<file path="config.mk">
export PLATFORM = sky130hd
export DESIGN_NAME = lpe_top
export DESIGN_NICKNAME = d
export VERILOG_FILES = /design/src/rtl/lpe_pkg.sv /design/src/rtl/lpe_operand_hold.sv /design/src/rtl/lpe_mac_datapath.sv /design/src/rtl/lpe_control_fsm.sv /design/src/rtl/lpe_top.sv
export SDC_FILE = /design/constraint.sdc
export NUM_CORES = 1
export LEC_CHECK = 0
export BUFFER_PORTS_ARGS = -buffer_cell sky130_fd_sc_hd__clkbuf_2
export CAP_MARGIN = 0
export CORE_ASPECT_RATIO = 0.9
export CORE_MARGIN = 2
export CORE_UTILIZATION = 58
export CTS_CLUSTER_DIAMETER = 60
export CTS_CLUSTER_SIZE = 40
export DETAILED_ROUTE_END_ITERATION = 10
export PLACE_DENSITY = 0.8
export SETUP_SLACK_MARGIN = 0.15
export SYNTH_ARGS = -nofsm -noshare
export SYNTH_HDL_FRONTEND = slang
export SYNTH_SLANG_ARGS = --single-unit
</file>
<file path="constraint.sdc">
create_clock -name clk -period 7 [get_ports clk]
set_input_delay 0.7 -clock clk [delete_from_list [all_inputs] [get_ports clk]]
set_output_delay 0.7 -clock clk [all_outputs]
set_load 0.02 [all_outputs]
</file>
<file path="src/rtl/lpe_pkg.sv">
package lpe_pkg;

  // Operand and accumulator widths
  localparam int OPERAND_W = 16;
  localparam int ACC_W     = 40;

  // Signed operand carried on the left and top streams
  typedef logic signed [OPERAND_W-1:0] operand_t;

  // Signed running sum, wraps modulo 2**ACC_W
  typedef logic signed [ACC_W-1:0] acc_t;

  // One beat of an operand stream
  typedef struct packed {
    operand_t data;
    logic     last;
  } op_beat_t;

  // Datapath control from the pairing FSM
  typedef struct packed {
    // Add the product of the current pair
    logic mac_en;
    // Load zero into the accumulator
    logic acc_clear;
  } lpe_ctrl_t;

  // Pairing FSM states
  typedef enum logic [2:0] {
    // Waiting for the first pair of a batch
    IDLE   = 3'd0,
    // Left operand held, waiting for top
    HOLD_L = 3'd1,
    // Top operand held, waiting for left
    HOLD_T = 3'd2,
    // Inside a batch, accumulating
    MAC    = 3'd3,
    // Result presented on the down port
    END    = 3'd4,
    // Misaligned last flags, batch discarded
    ERR    = 3'd5
  } lpe_state_e;

endpackage

</file>
<file path="src/rtl/lpe_operand_hold.sv">
`timescale 1ns/1ps

module lpe_operand_hold (
  input  logic             clk,
  input  logic             rst,
  input  logic             in_valid,
  input  lpe_pkg::op_beat_t in_beat,
  input  logic             accept,
  input  logic             keep,
  input  logic             release_beat,
  output logic             present,
  output lpe_pkg::op_beat_t out_beat
);
  import lpe_pkg::*;

  op_beat_t held_q;
  logic     full_q;

  // A held beat wins over the incoming one
  assign present  = full_q | (in_valid & accept);
  assign out_beat = full_q ? held_q : in_beat;

  always_ff @(posedge clk) begin
    if (rst) begin
      full_q <= 1'b0;
    end else if (release_beat) begin
      full_q <= 1'b0;
    end else if (keep) begin
      full_q <= 1'b1;
    end
  end

  // Beat storage
  always_ff @(posedge clk) begin
    if (keep) begin
      held_q <= out_beat;
    end
  end

endmodule

</file>
<file path="src/rtl/lpe_mac_datapath.sv">
`timescale 1ns/1ps

module lpe_mac_datapath (
  input  logic               clk,
  input  logic               rst,
  input  lpe_pkg::lpe_ctrl_t ctrl,
  input  lpe_pkg::operand_t  l_operand,
  input  lpe_pkg::operand_t  t_operand,
  output lpe_pkg::acc_t      sum
);
  import lpe_pkg::*;

  localparam int PROD_W = 2 * OPERAND_W;

  logic signed [PROD_W-1:0] product;
  acc_t                     product_ext;
  acc_t                     acc_q;

  // Full precision signed product
  assign product = PROD_W'(l_operand) * PROD_W'(t_operand);

  // Sign extend to the accumulator width
  assign product_ext = acc_t'(product);

  always_ff @(posedge clk) begin
    if (rst) begin
      acc_q <= '0;
    end else if (ctrl.acc_clear) begin
      acc_q <= '0;
    end else if (ctrl.mac_en) begin
      // Wraps on overflow
      acc_q <= acc_q + product_ext;
    end
  end

  assign sum = acc_q;

endmodule

</file>
<file path="src/rtl/lpe_control_fsm.sv">
`timescale 1ns/1ps

module lpe_control_fsm (
  input  logic               clk,
  input  logic               rst,
  input  logic               l_present,
  input  logic               t_present,
  input  logic               l_last,
  input  logic               t_last,
  input  logic               d_ready,
  output logic               l_accept,
  output logic               t_accept,
  output logic               l_keep,
  output logic               t_keep,
  output logic               l_release,
  output logic               t_release,
  output lpe_pkg::lpe_ctrl_t ctrl,
  output logic               d_valid,
  output logic               err_unaligned
);
  import lpe_pkg::*;

  lpe_state_e state_q;
  lpe_state_e state_d;

  logic open_both;
  logic pairing;
  logic pair;
  logic pair_end;
  logic pair_err;

  // Both streams open in IDLE and MAC
  assign open_both = (state_q == IDLE) || (state_q == MAC);

  // States in which a pair may form
  assign pairing = open_both || (state_q == HOLD_L) || (state_q == HOLD_T);

  assign pair     = pairing & l_present & t_present;
  assign pair_end = pair & l_last & t_last;
  assign pair_err = pair & (l_last ^ t_last);

  // A held side refuses its own stream
  assign l_accept = open_both || (state_q == HOLD_T);
  assign t_accept = open_both || (state_q == HOLD_L);

  // Lone operand is kept until its partner shows up
  assign l_keep = open_both & l_present & ~t_present;
  assign t_keep = open_both & t_present & ~l_present;

  // Every pair empties both holds, ERR flushes whatever is left
  assign l_release = pair || (state_q == ERR);
  assign t_release = pair || (state_q == ERR);

  // Misaligned pair is consumed without accumulating
  assign ctrl.mac_en    = pair & ~pair_err;
  assign ctrl.acc_clear = ((state_q == END) & d_ready) || (state_q == ERR);

  assign d_valid       = (state_q == END);
  assign err_unaligned = (state_q == ERR);

  always_comb begin
    state_d = state_q;
    case (state_q)
      IDLE, MAC: begin
        if (pair_end) begin
          state_d = END;
        end else if (pair_err) begin
          state_d = ERR;
        end else if (pair) begin
          state_d = MAC;
        end else if (l_present) begin
          state_d = HOLD_L;
        end else if (t_present) begin
          state_d = HOLD_T;
        end
      end
      HOLD_L, HOLD_T: begin
        if (pair_end) begin
          state_d = END;
        end else if (pair_err) begin
          state_d = ERR;
        end else if (pair) begin
          state_d = MAC;
        end
      end
      END: begin
        // Result waits for the down handshake
        if (d_ready) begin
          state_d = IDLE;
        end
      end
      ERR: begin
        state_d = IDLE;
      end
      default: begin
        state_d = IDLE;
      end
    endcase
  end

  always_ff @(posedge clk) begin
    if (rst) begin
      state_q <= IDLE;
    end else begin
      state_q <= state_d;
    end
  end

endmodule

</file>
<file path="src/rtl/lpe_top.sv">
`timescale 1ns/1ps

module lpe_top (
  input  logic              clk,
  input  logic              rst,
  // Left operand stream
  input  logic              l_valid,
  input  lpe_pkg::op_beat_t l_beat,
  output logic              l_ready,
  // Top operand stream
  input  logic              t_valid,
  input  lpe_pkg::op_beat_t t_beat,
  output logic              t_ready,
  // Down result
  output logic              d_valid,
  output lpe_pkg::acc_t     d_sum,
  input  logic              d_ready,
  output logic              err_unaligned
);
  import lpe_pkg::*;

  logic      l_present;
  logic      t_present;
  logic      l_accept;
  logic      t_accept;
  logic      l_keep;
  logic      t_keep;
  logic      l_release;
  logic      t_release;
  op_beat_t  l_op;
  op_beat_t  t_op;
  lpe_ctrl_t ctrl;

  assign l_ready = l_accept;
  assign t_ready = t_accept;

  lpe_operand_hold u_hold_l (
    .clk          (clk),
    .rst          (rst),
    .in_valid     (l_valid),
    .in_beat      (l_beat),
    .accept       (l_accept),
    .keep         (l_keep),
    .release_beat (l_release),
    .present      (l_present),
    .out_beat     (l_op)
  );

  lpe_operand_hold u_hold_t (
    .clk          (clk),
    .rst          (rst),
    .in_valid     (t_valid),
    .in_beat      (t_beat),
    .accept       (t_accept),
    .keep         (t_keep),
    .release_beat (t_release),
    .present      (t_present),
    .out_beat     (t_op)
  );

  // Pairing control sees only the last flags
  lpe_control_fsm u_fsm (
    .clk           (clk),
    .rst           (rst),
    .l_present     (l_present),
    .t_present     (t_present),
    .l_last        (l_op.last),
    .t_last        (t_op.last),
    .d_ready       (d_ready),
    .l_accept      (l_accept),
    .t_accept      (t_accept),
    .l_keep        (l_keep),
    .t_keep        (t_keep),
    .l_release     (l_release),
    .t_release     (t_release),
    .ctrl          (ctrl),
    .d_valid       (d_valid),
    .err_unaligned (err_unaligned)
  );

  lpe_mac_datapath u_datapath (
    .clk       (clk),
    .rst       (rst),
    .ctrl      (ctrl),
    .l_operand (l_op.data),
    .t_operand (t_op.data),
    .sum       (d_sum)
  );

endmodule

</file>
Word-level counts from Yosys, hierarchy flattened
Index checks and enable logic that the tools add are counted.
Operators by class
  add/subtract/negate cells: 1
  multiply operators: 1
  divide/modulo/power cells: 0
  $lt $le $gt $ge: 0
  equal/unequal tests: 8
  shift-type cells: 0
  multiplexer cells: 12
  bitwise logic cells: 19
  reductions and logical operators: 12
Operators by type and width (number)
  $add 40x32->40: 1
  $mux 17: 2
  $mul 16x16->32: 1
  $mux 3: 9
  $and 1x1->1: 13
  $pmux 3 s3: 1
  $reduce_or 2->1: 4
  $eq 3x2->1 const B: 2
  $eq 3x3->1 const B: 2
  $logic_or 1x1->1: 6
  $ne 6x1->1 const B: 1
  $ne 4x1->1 const B: 1
  $eq 3x1->1 const B: 1
  $logic_not 3->1: 1
  $not 1->1: 3
  $reduce_and 3->1: 1
  $ne 2x1->1 const B: 1
  $or 1x1->1: 2
  $xor 1x1->1: 1
Storage, ports and cells
  flip-flop bits (word level): 79
  bits in latches: 0
  RAM bits: 0
  bits in read-only memories: 0
  input port bits: 39
  output and inout bits: 44
  logic and storage cells: 61
  memories: 0

Longest topological paths before layout
Gate-level depths: netlist of run 1.
  depth in word-level cells: 11
  mapped depth: 28
  mapped depth without buffers: 25

Hierarchy
Synthesis of run 1 repeated with hierarchy kept, for this count alone.
Unflattened totals
  cell total of the unflattened synthesis: 1600
  area, all modules: 15701.3 um2
Modules (own cells, without submodules)
  lpe_mac_datapath: times used 1, cells an instance 1477, area an instance 13779.5 um2, sequential area each 800.8 um2
  lpe_operand_hold: times used 2, cells an instance 40, area an instance 800.8 um2, sequential area each 530.5 um2
  lpe_control_fsm: times used 1, cells an instance 43, area an instance 320.3 um2, sequential area each 60.1 um2

Worst setup path after synthesis of run 1
No wires, ideal clock.
  path kind: input-to-reg
  start point: input port t_beat[3] (netlist name)
  end point: register u_datapath.acc_q[38] (netlist: u_datapath.sum[38])
  setup time: 0.076 ns
  arrival time: 7.133 ns
  required time: 6.924 ns
  setup slack: -0.209 ns
  stages on the path: 25
  path buffers: 1
  cell sequence: mux2i_1 > clkinv_1 > nand2_1 > inv_1 > fa_1 > fa_1 > inv_1 > fa_1 > inv_1 > fa_1 > fa_1 > inv_1 > fa_1 > inv_1 > ha_1 > clkbuf_1 > a211o_1 > a31oi_1 > o21bai_1 > a211oi_1 > o31a_1 > o31ai_2 > a31oi_1 > mux2_2 > o22ai_1
RTL lines
  start: declaration: line lpe_top.sv:12  | input lpe_pkg::op_beat_t t_beat,
  end signal: assignment: line lpe_mac_datapath.sv:32  | acc_q <= acc_q + product_ext;
  end: declaration: line lpe_mac_datapath.sv:17  | acc_t acc_q;

==> results of run 1 <==
-- cells by family after synthesis --
kind of cell | count (synthesis)
XOR/XNOR | 26
flip-flops | 79
multiplexers | 40
buffers and inverters | 473
AO/OA/AOI/OAI | 152
adder cells (fa/ha/maj) | 445
AND/OR/NAND/NOR | 436
-- worst max-delay path: cells and delay by family, from the launching register on --
kind                       cells  cell delay, ns
AOI/OAI and AO/OA              6            0.98
adders and majority gates      7            3.29
buffers and inverters          6            0.57
DFF                            1            0.41
muxes                          2            0.48
and+or+nand+nor                3            0.78
-- worst paths after layout --
check	start	end	slack [ns]	cells after the start
max	u_hold_l.full_q$_SDFFE_PP0P_	u_datapath.sum[31]$_SDFFE_PP0P_	0.34	24
min	u_datapath.sum[34]$_SDFFE_PP0P_	u_datapath.sum[34]$_SDFFE_PP0P_	0.48	2
max reg2reg	u_hold_l.full_q$_SDFFE_PP0P_	u_datapath.sum[31]$_SDFFE_PP0P_	0.34	24
min reg2reg	u_datapath.sum[34]$_SDFFE_PP0P_	u_datapath.sum[34]$_SDFFE_PP0P_	0.48	2
-- stage by stage --
stage	area, um2	std cells	setup slack (ns)
6_report	17400	2154	0.335
5_1_grt	17400	2154	0.0874
4_1_cts	16800	2131	0.150
3_5_place_dp	16500	2115	-0.0947
3_3_place_gp	16500	2115	0.0269
2_1_floorplan	15200	1651	0.182
-- area by class of cell --
cell class | instances | share of cell area [%]
multi-input combinational | 1099 | 67.9
sequential | 79 | 11.1
inverter | 431 | 9.39
timing repair buffer | 181 | 7.39
tap | 348 | 2.51
clock buffer | 9 | 1.30
clock inverter | 7 | 0.411
-- flip-flops by register name (all words and copies together), names as in the netlist --
| register | cells |
|---|---|
| u_datapath.sum | 40 |
| u_hold_l.held_q | 17 |
| u_hold_l.full_q | 1 |
| u_fsm.state_q | 3 |
| u_hold_t.full_q | 1 |
| u_hold_t.held_q | 17 |
-- what timing repair did --
action | 4_1_cts | 5_1_grt
setup buffers | 0 | 21
endpoints found under the setup margin | 6 | 17
pin swaps | 1 | 10
gates cloned | 0 | 2
resized for setup | 8 | 80
-- synth_stat cells, types with 2 or more instances --
cell        n  area (um2)
o21a_1      7        52.6
a31oi_1     7        43.8
a211oi_1    5        37.5
buf_1       3        11.3
or3_1       9        56.3
o211ai_1    4        30.0
nor2b_1     4        25.0
mux2_2      4        45.0
nand4_1     7        43.8
edfxtp_1   34        1020
a21oi_2     2        17.5
o21bai_2    2        22.5
buf_2       9        45.0
o21bai_1    3        22.5
or2_2       2        12.5
nand2b_1    2        12.5
and2_1      4        25.0
nand2_1   191         717
o31ai_1     2        15.0
nor2_1    162         608
o21ai_0    21         105
a21o_1     19         143
nor3_1     13        65.1
o31a_1      3        26.3
or4_1       4        30.0
clkbuf_1   29         109
mux2i_1    36         360
inv_1     422        1580
clkinv_1    9        33.8
xor2_1      5        43.8
nor2_2      2        12.5
a211o_1     2        17.5
and3_1      7        43.8
xnor2_1    21         184
a21boi_0    2        15.0
o21ai_1     2        10.0
o22ai_1     2        12.5
fa_1      330        6610
ha_1      115        1440
dfxtp_1    45         901
a21oi_1    59         295
nor3b_1     4        30.0
nand3_1    19        95.1
-- layout by cell type (no fill, tap or decap), types with 5 or more instances in the layout --
cell         n
and3_1       6
mux2i_1     22
xor2_1       5
nand4_1      7
o21ai_0     18
inv_1      412
buf_4       82
inv_2       13
nor3_1      12
fa_2         5
a21oi_1     57
a31oi_1      7
o21a_1       7
nand3_1     19
buf_6       10
nand2_1    189
clkbuf_2    82
mux2i_4     10
fa_1       325
ha_1       109
dfxtp_1     43
or3_1        9
edfxtp_1    34
nor2_1     161
xnor2_1     21
a21o_1      19
ha_4         5
clkbuf_16   11
-- per-layer routing --
metal / track usage (%) / wire length (um) / up-vias
met3: 4.95 / 3460 / 108
met4: 11.3 / 1600 / 0
met1: 38.6 / 15100 / 5910
li1: - / - / 5285
met2: 50.8 / 19400 / 540
met5: 0 / 0 / -
==> flow_summary_export.csv, run 1 <==
group,metric,value,unit
critical_path,required,7.23,ns
cts,cts_root_buf,"clkbuf_16",
drt,wl_per_cell,18.4,um
cells_and_area,antennaDiodeCount,0,
timing,maxSlewViolCount,0,
synthesis,synthDistinctLibCells,60,
timing,grt_setup_unrepaired,"yes",
floorplanning,start_util,58.6,%
synthesis,ys_warn_count,0,
cts,clk_path_buf_depth,2,
cells_and_area,fillers,2046,
floorplanning,num_io_pins,83,
synthesis,synthMuxAreaShare,2.67,%
critical_path,endpoint_kind,"register",
synthesis,synthXorXnorAreaFrac,1.50,%
status,status,"finished, final reports clean",
worst_hold_path,min_path_type,"register to register",
floorplanning,die_area,0.0275,mm2
synthesis,synth_seq_cells,79,
place,dpl.hpwl,32300,um
timing,finalSetupTns,0,ns
cts,clk_latency,0.37,ns
grt,gr-total-overflow,0,
cts,cts_hold_buffers,0,
cells_and_area,layout.area.seq,0.00193,mm2
floorplanning,core_area,0.0259,mm2
place,port_buffers,82,
timing,hold_viol,0,
cells_and_area,fin_util,67.0,%
drt,drc,0,
grt,grt_pass1_vias,12353,
cts,cts_buffers,9,
run,cap_viol_max_count,0,
floorplanning,die_x,175,um
timing,worst_slew_pin_slew,0.863,ns
synthesis,syn_avg_cell_area,9.20,um2
timing,hold-worst-slack,0.479,ns
cts,clkTransAtPathRegs,0.07,ns
timing,period_minus_slack,6.66,ns
drt,wirelength,39600,um
timing,relSlewSlack,42.4,%
critical_path,crit_top_cell,"fa_1",
cts,cts_tree,"built",
drt,drt.antenna.violating_nets,0,
synthesis,synth_compound_area_share,6.33,%
critical_path,crit_chain,"clkbuf_16 > mux2i_4 > inv_2 > and2_1 > fa_1 > inv_1 > fa_1 > inv_1 > fa_1 > inv_1 > fa_1 > fa_1 > fa_1 > inv_1 > ha_4 > nand4_1 > o21bai_2 > o31ai_2 > a21oi_4 > a41oi_4 > or3b_4 > o21bai_2 > mux2i_1 > a21oi_1",
drt,viasPerCell,5.50,
timing,setup_viol,0,
synthesis,ys_seq_area_share,12.7,%
drt,dr.pass1.iters,5,
synthesis,syn_nets,2135,
synthesis,synthArstFlopShare,0,%
synthesis,synth_edf_count,34,
critical_path,path_class,"register to register",
grt,grt_max_degree,53,
timing,finalCritPeriodShare,95.2,%
critical_path,cp.arrival,6.89,ns
timing,skew,0.0126,ns
synthesis,synth_top_family_by_area,"adder cells",
cells_and_area,drive_gt1_share,15.2,%
critical_path,crit_slowest_cell,"fa_1",
cells_and_area,nets,2285,
grt,grt_first_pass_wirelength,62700,um
drt,drtIter0Drc,994,
critical_path,startpoint_type,"register",
cts,cts.sinks,79,
synthesis,synth-simple-area-share,12.1,%
synthesis,netlist_area,0.0152,mm2
cells_and_area,syn2layout_area_growth,14.3,%
drt,vias,11843,
timing,fmax,150,MHz
synthesis,synthFlopType,"dfxtp_1",
critical_path,critPathMaxFanout,7,
cells_and_area,multi_input_area,0.0118,mm2
synthesis,yosys.area_share.adder,53.0,%
critical_path,cpPeakStageDelay,0.54,ns
grt,grt_util_all_layers,29.8,%
grt,antenna_found_initial,0,
floorplanning,die_y,158,um
floorplanning,rows,56,
cts,ctsHtreeMaxLevel,3,
place,gp_congestion,0.961,
synthesis,syn_inst,1651,
Power of run 1 is left out: the tool's default activity adds up to more than one toggle a clock period on the data nets, which glitch-free logic cannot reach.
==> inputs of run 2 (changes only) <==
CORE_UTILIZATION = 59   (was 58)
CTS_BUF_LIST = sky130_fd_sc_hd__clkbuf_2 sky130_fd_sc_hd__clkbuf_4 sky130_fd_sc_hd__clkbuf_8   (was default)
PLACE_DENSITY = 0.81   (was 0.8)
RECOVER_POWER = 50   (was default)
==> flow_summary_export.csv, run 2 (synthesized netlist as in run 1, its figures left out) <==
group,metric,value,unit
floorplanning,start_util,60.1,%
critical_path,startpoint_type,"register",
cts,clk_latency,0.41,ns
critical_path,critPathMaxFanout,8,
worst_hold_path,min_path_type,"register to register",
cts,ctsHtreeMaxLevel,3,
cts,clk_path_buf_depth,2,
drt,drt.antenna.violating_nets,0,
place,dp_slack,-0.0215,ns
cts,clkTransAtPathRegs,0.11,ns
cts,cts_tree,"built",
grt,grt_first_pass_wirelength,62800,um
grt,antenna_found_initial,0,
cts,cts_hold_buffers,0,
grt,grt_util_all_layers,30.0,%
critical_path,endpoint_kind,"register",
drt,drtIter0Drc,952,
floorplanning,num_io_pins,83,
cts,cts.sinks,79,
critical_path,required,7.28,ns
floorplanning,die_area,0.0270,mm2
place,port_buffers,82,
grt,gr-total-overflow,0,
critical_path,cp.arrival,6.98,ns
timing,maxSlewViolCount,0,
run,cap_viol_max_count,0,
timing,hold_viol,0,
grt,grt_pass1_vias,12360,
cells_and_area,syn2layout_area_growth,12.3,%
timing,grt_setup_unrepaired,"yes",
status,status,"finished, final reports clean",
cells_and_area,final_cell_mix,"412 x inv_1, 328 x fa_1, 191 x nand2_1, 161 x nor2_1, 113 x ha_1",
timing,relSlewSlack,37.8,%
timing,worst_slack,0.301,ns
cells_and_area,nets,2276,
drt,dr.pass1.iters,6,
timing,worst_slew_pin_slew,0.933,ns
place,place_area,0.0165,mm2
cts,cts_buffers,9,
drt,drc,0,
timing,fmax,149,MHz
cells_and_area,layout_commonest_cell,"inv_1",
place,gp_congestion,0.944,
cells_and_area,largest_reg_flops,40,
drt,viasPerCell,5.52,
cells_and_area,design_area,0.0171,mm2
grt,grt_max_degree,53,
cells_and_area,antennaDiodeCount,0,
cts,cts_root_buf,"clkbuf_8",
floorplanning,rows,55,
cells_and_area,drive_gt1_share,13.7,%
place,dpl.hpwl,32100,um
timing,skew,0.0255,ns
drt,vias,11814,
timing,finalCritPeriodShare,95.7,%
floorplanning,die_x,173,um
timing,period_minus_slack,6.70,ns
critical_path,path_class,"register to register",
floorplanning,core_area,0.0253,mm2
floorplanning,die_y,156,um
timing,hold-worst-slack,0.486,ns
drt,wl_per_cell,18.2,um
drt,wirelength,39000,um
timing,setup_viol,0,
==> run 2: changes by cell type in the layout (fill, tap and decap cells not counted), sizes merged <==
cell	before	now
buf	97	89
clkinv	6	2
clkinvlp	1	5
bufinv	1	2
clkbuf	93	92
inv	430	429
==> run 2: path summary, 6_finish.rpt <==
kind | from | endpoint | slack [ns] | depth (start not counted)
setup reg to reg | u_hold_l.full_q$_SDFFE_PP0P_ | u_datapath.sum[31]$_SDFFE_PP0P_ | 0.30 | 23
hold reg to reg | u_datapath.sum[0]$_SDFFE_PP0P_ | u_datapath.sum[0]$_SDFFE_PP0P_ | 0.49 | 2
hold / removal | u_datapath.sum[0]$_SDFFE_PP0P_ | u_datapath.sum[0]$_SDFFE_PP0P_ | 0.49 | 2
setup / recovery | u_hold_l.full_q$_SDFFE_PP0P_ | u_datapath.sum[31]$_SDFFE_PP0P_ | 0.30 | 23
==> run 2: metal layers <==
metal	share of wire (%)	track usage, %	vias to the layer above
met5	0	0	-
met4	4.2	12.6	0
met3	8.4	5.69	120
met2	50	51.1	557
met1	38	38.2	5879
li1	-	-	5258
==> run 2: cell type report <==
cell class	count	area (um2)
clock buffers	9	124
multi-input cells	1099	11600
well taps	342	428
clock inverters	7	100
flip-flops and latches	79	1930
fillers	2016	8190
repair buffers	172	1200
inverters	431	1640
==> run 2: critical path, stage by stage, from the launching register on <==
cell and delay, ns:
dfxtp_4 0.40, clkbuf_16 0.19, mux2i_2 0.16, inv_1 0.32
nand2_1 0.15, fa_1 0.55, inv_1 0.05, fa_1 0.48
fa_1 0.62, fa_1 0.45, fa_1 0.49, inv_1 0.05
fa_1 0.49, inv_1 0.07, ha_4 0.32, nand4_1 0.17
o21bai_2 0.20, o31ai_1 0.12, a21oi_2 0.23, a41oi_2 0.21
or3b_4 0.45, o21bai_2 0.13, mux2i_1 0.19, a21oi_1 0.08
==> run 2: repair_timing <==
action                     4_1_cts  5_1_grt
setup buffers                    1       18
resized for setup                3       58
pin swaps                        0        5
setup endpoints to repair        6       19
gates cloned                     0        1
==> run 2: per-stage QoR <==
step / std cells / TNS [ns] / util (%)
4_1_cts: 2120 / 0 / 66.2
3_5_place_dp: 2103 / -0.0233 / 65.2
2_1_floorplan: 1651 / 0 / -
6_report: 2139 / 0 / 67.6
5_1_grt: 2139 / 0 / 67.6
3_3_place_gp: 2103 / 0 / 65.2
Power of run 2 is left out for the same reason.
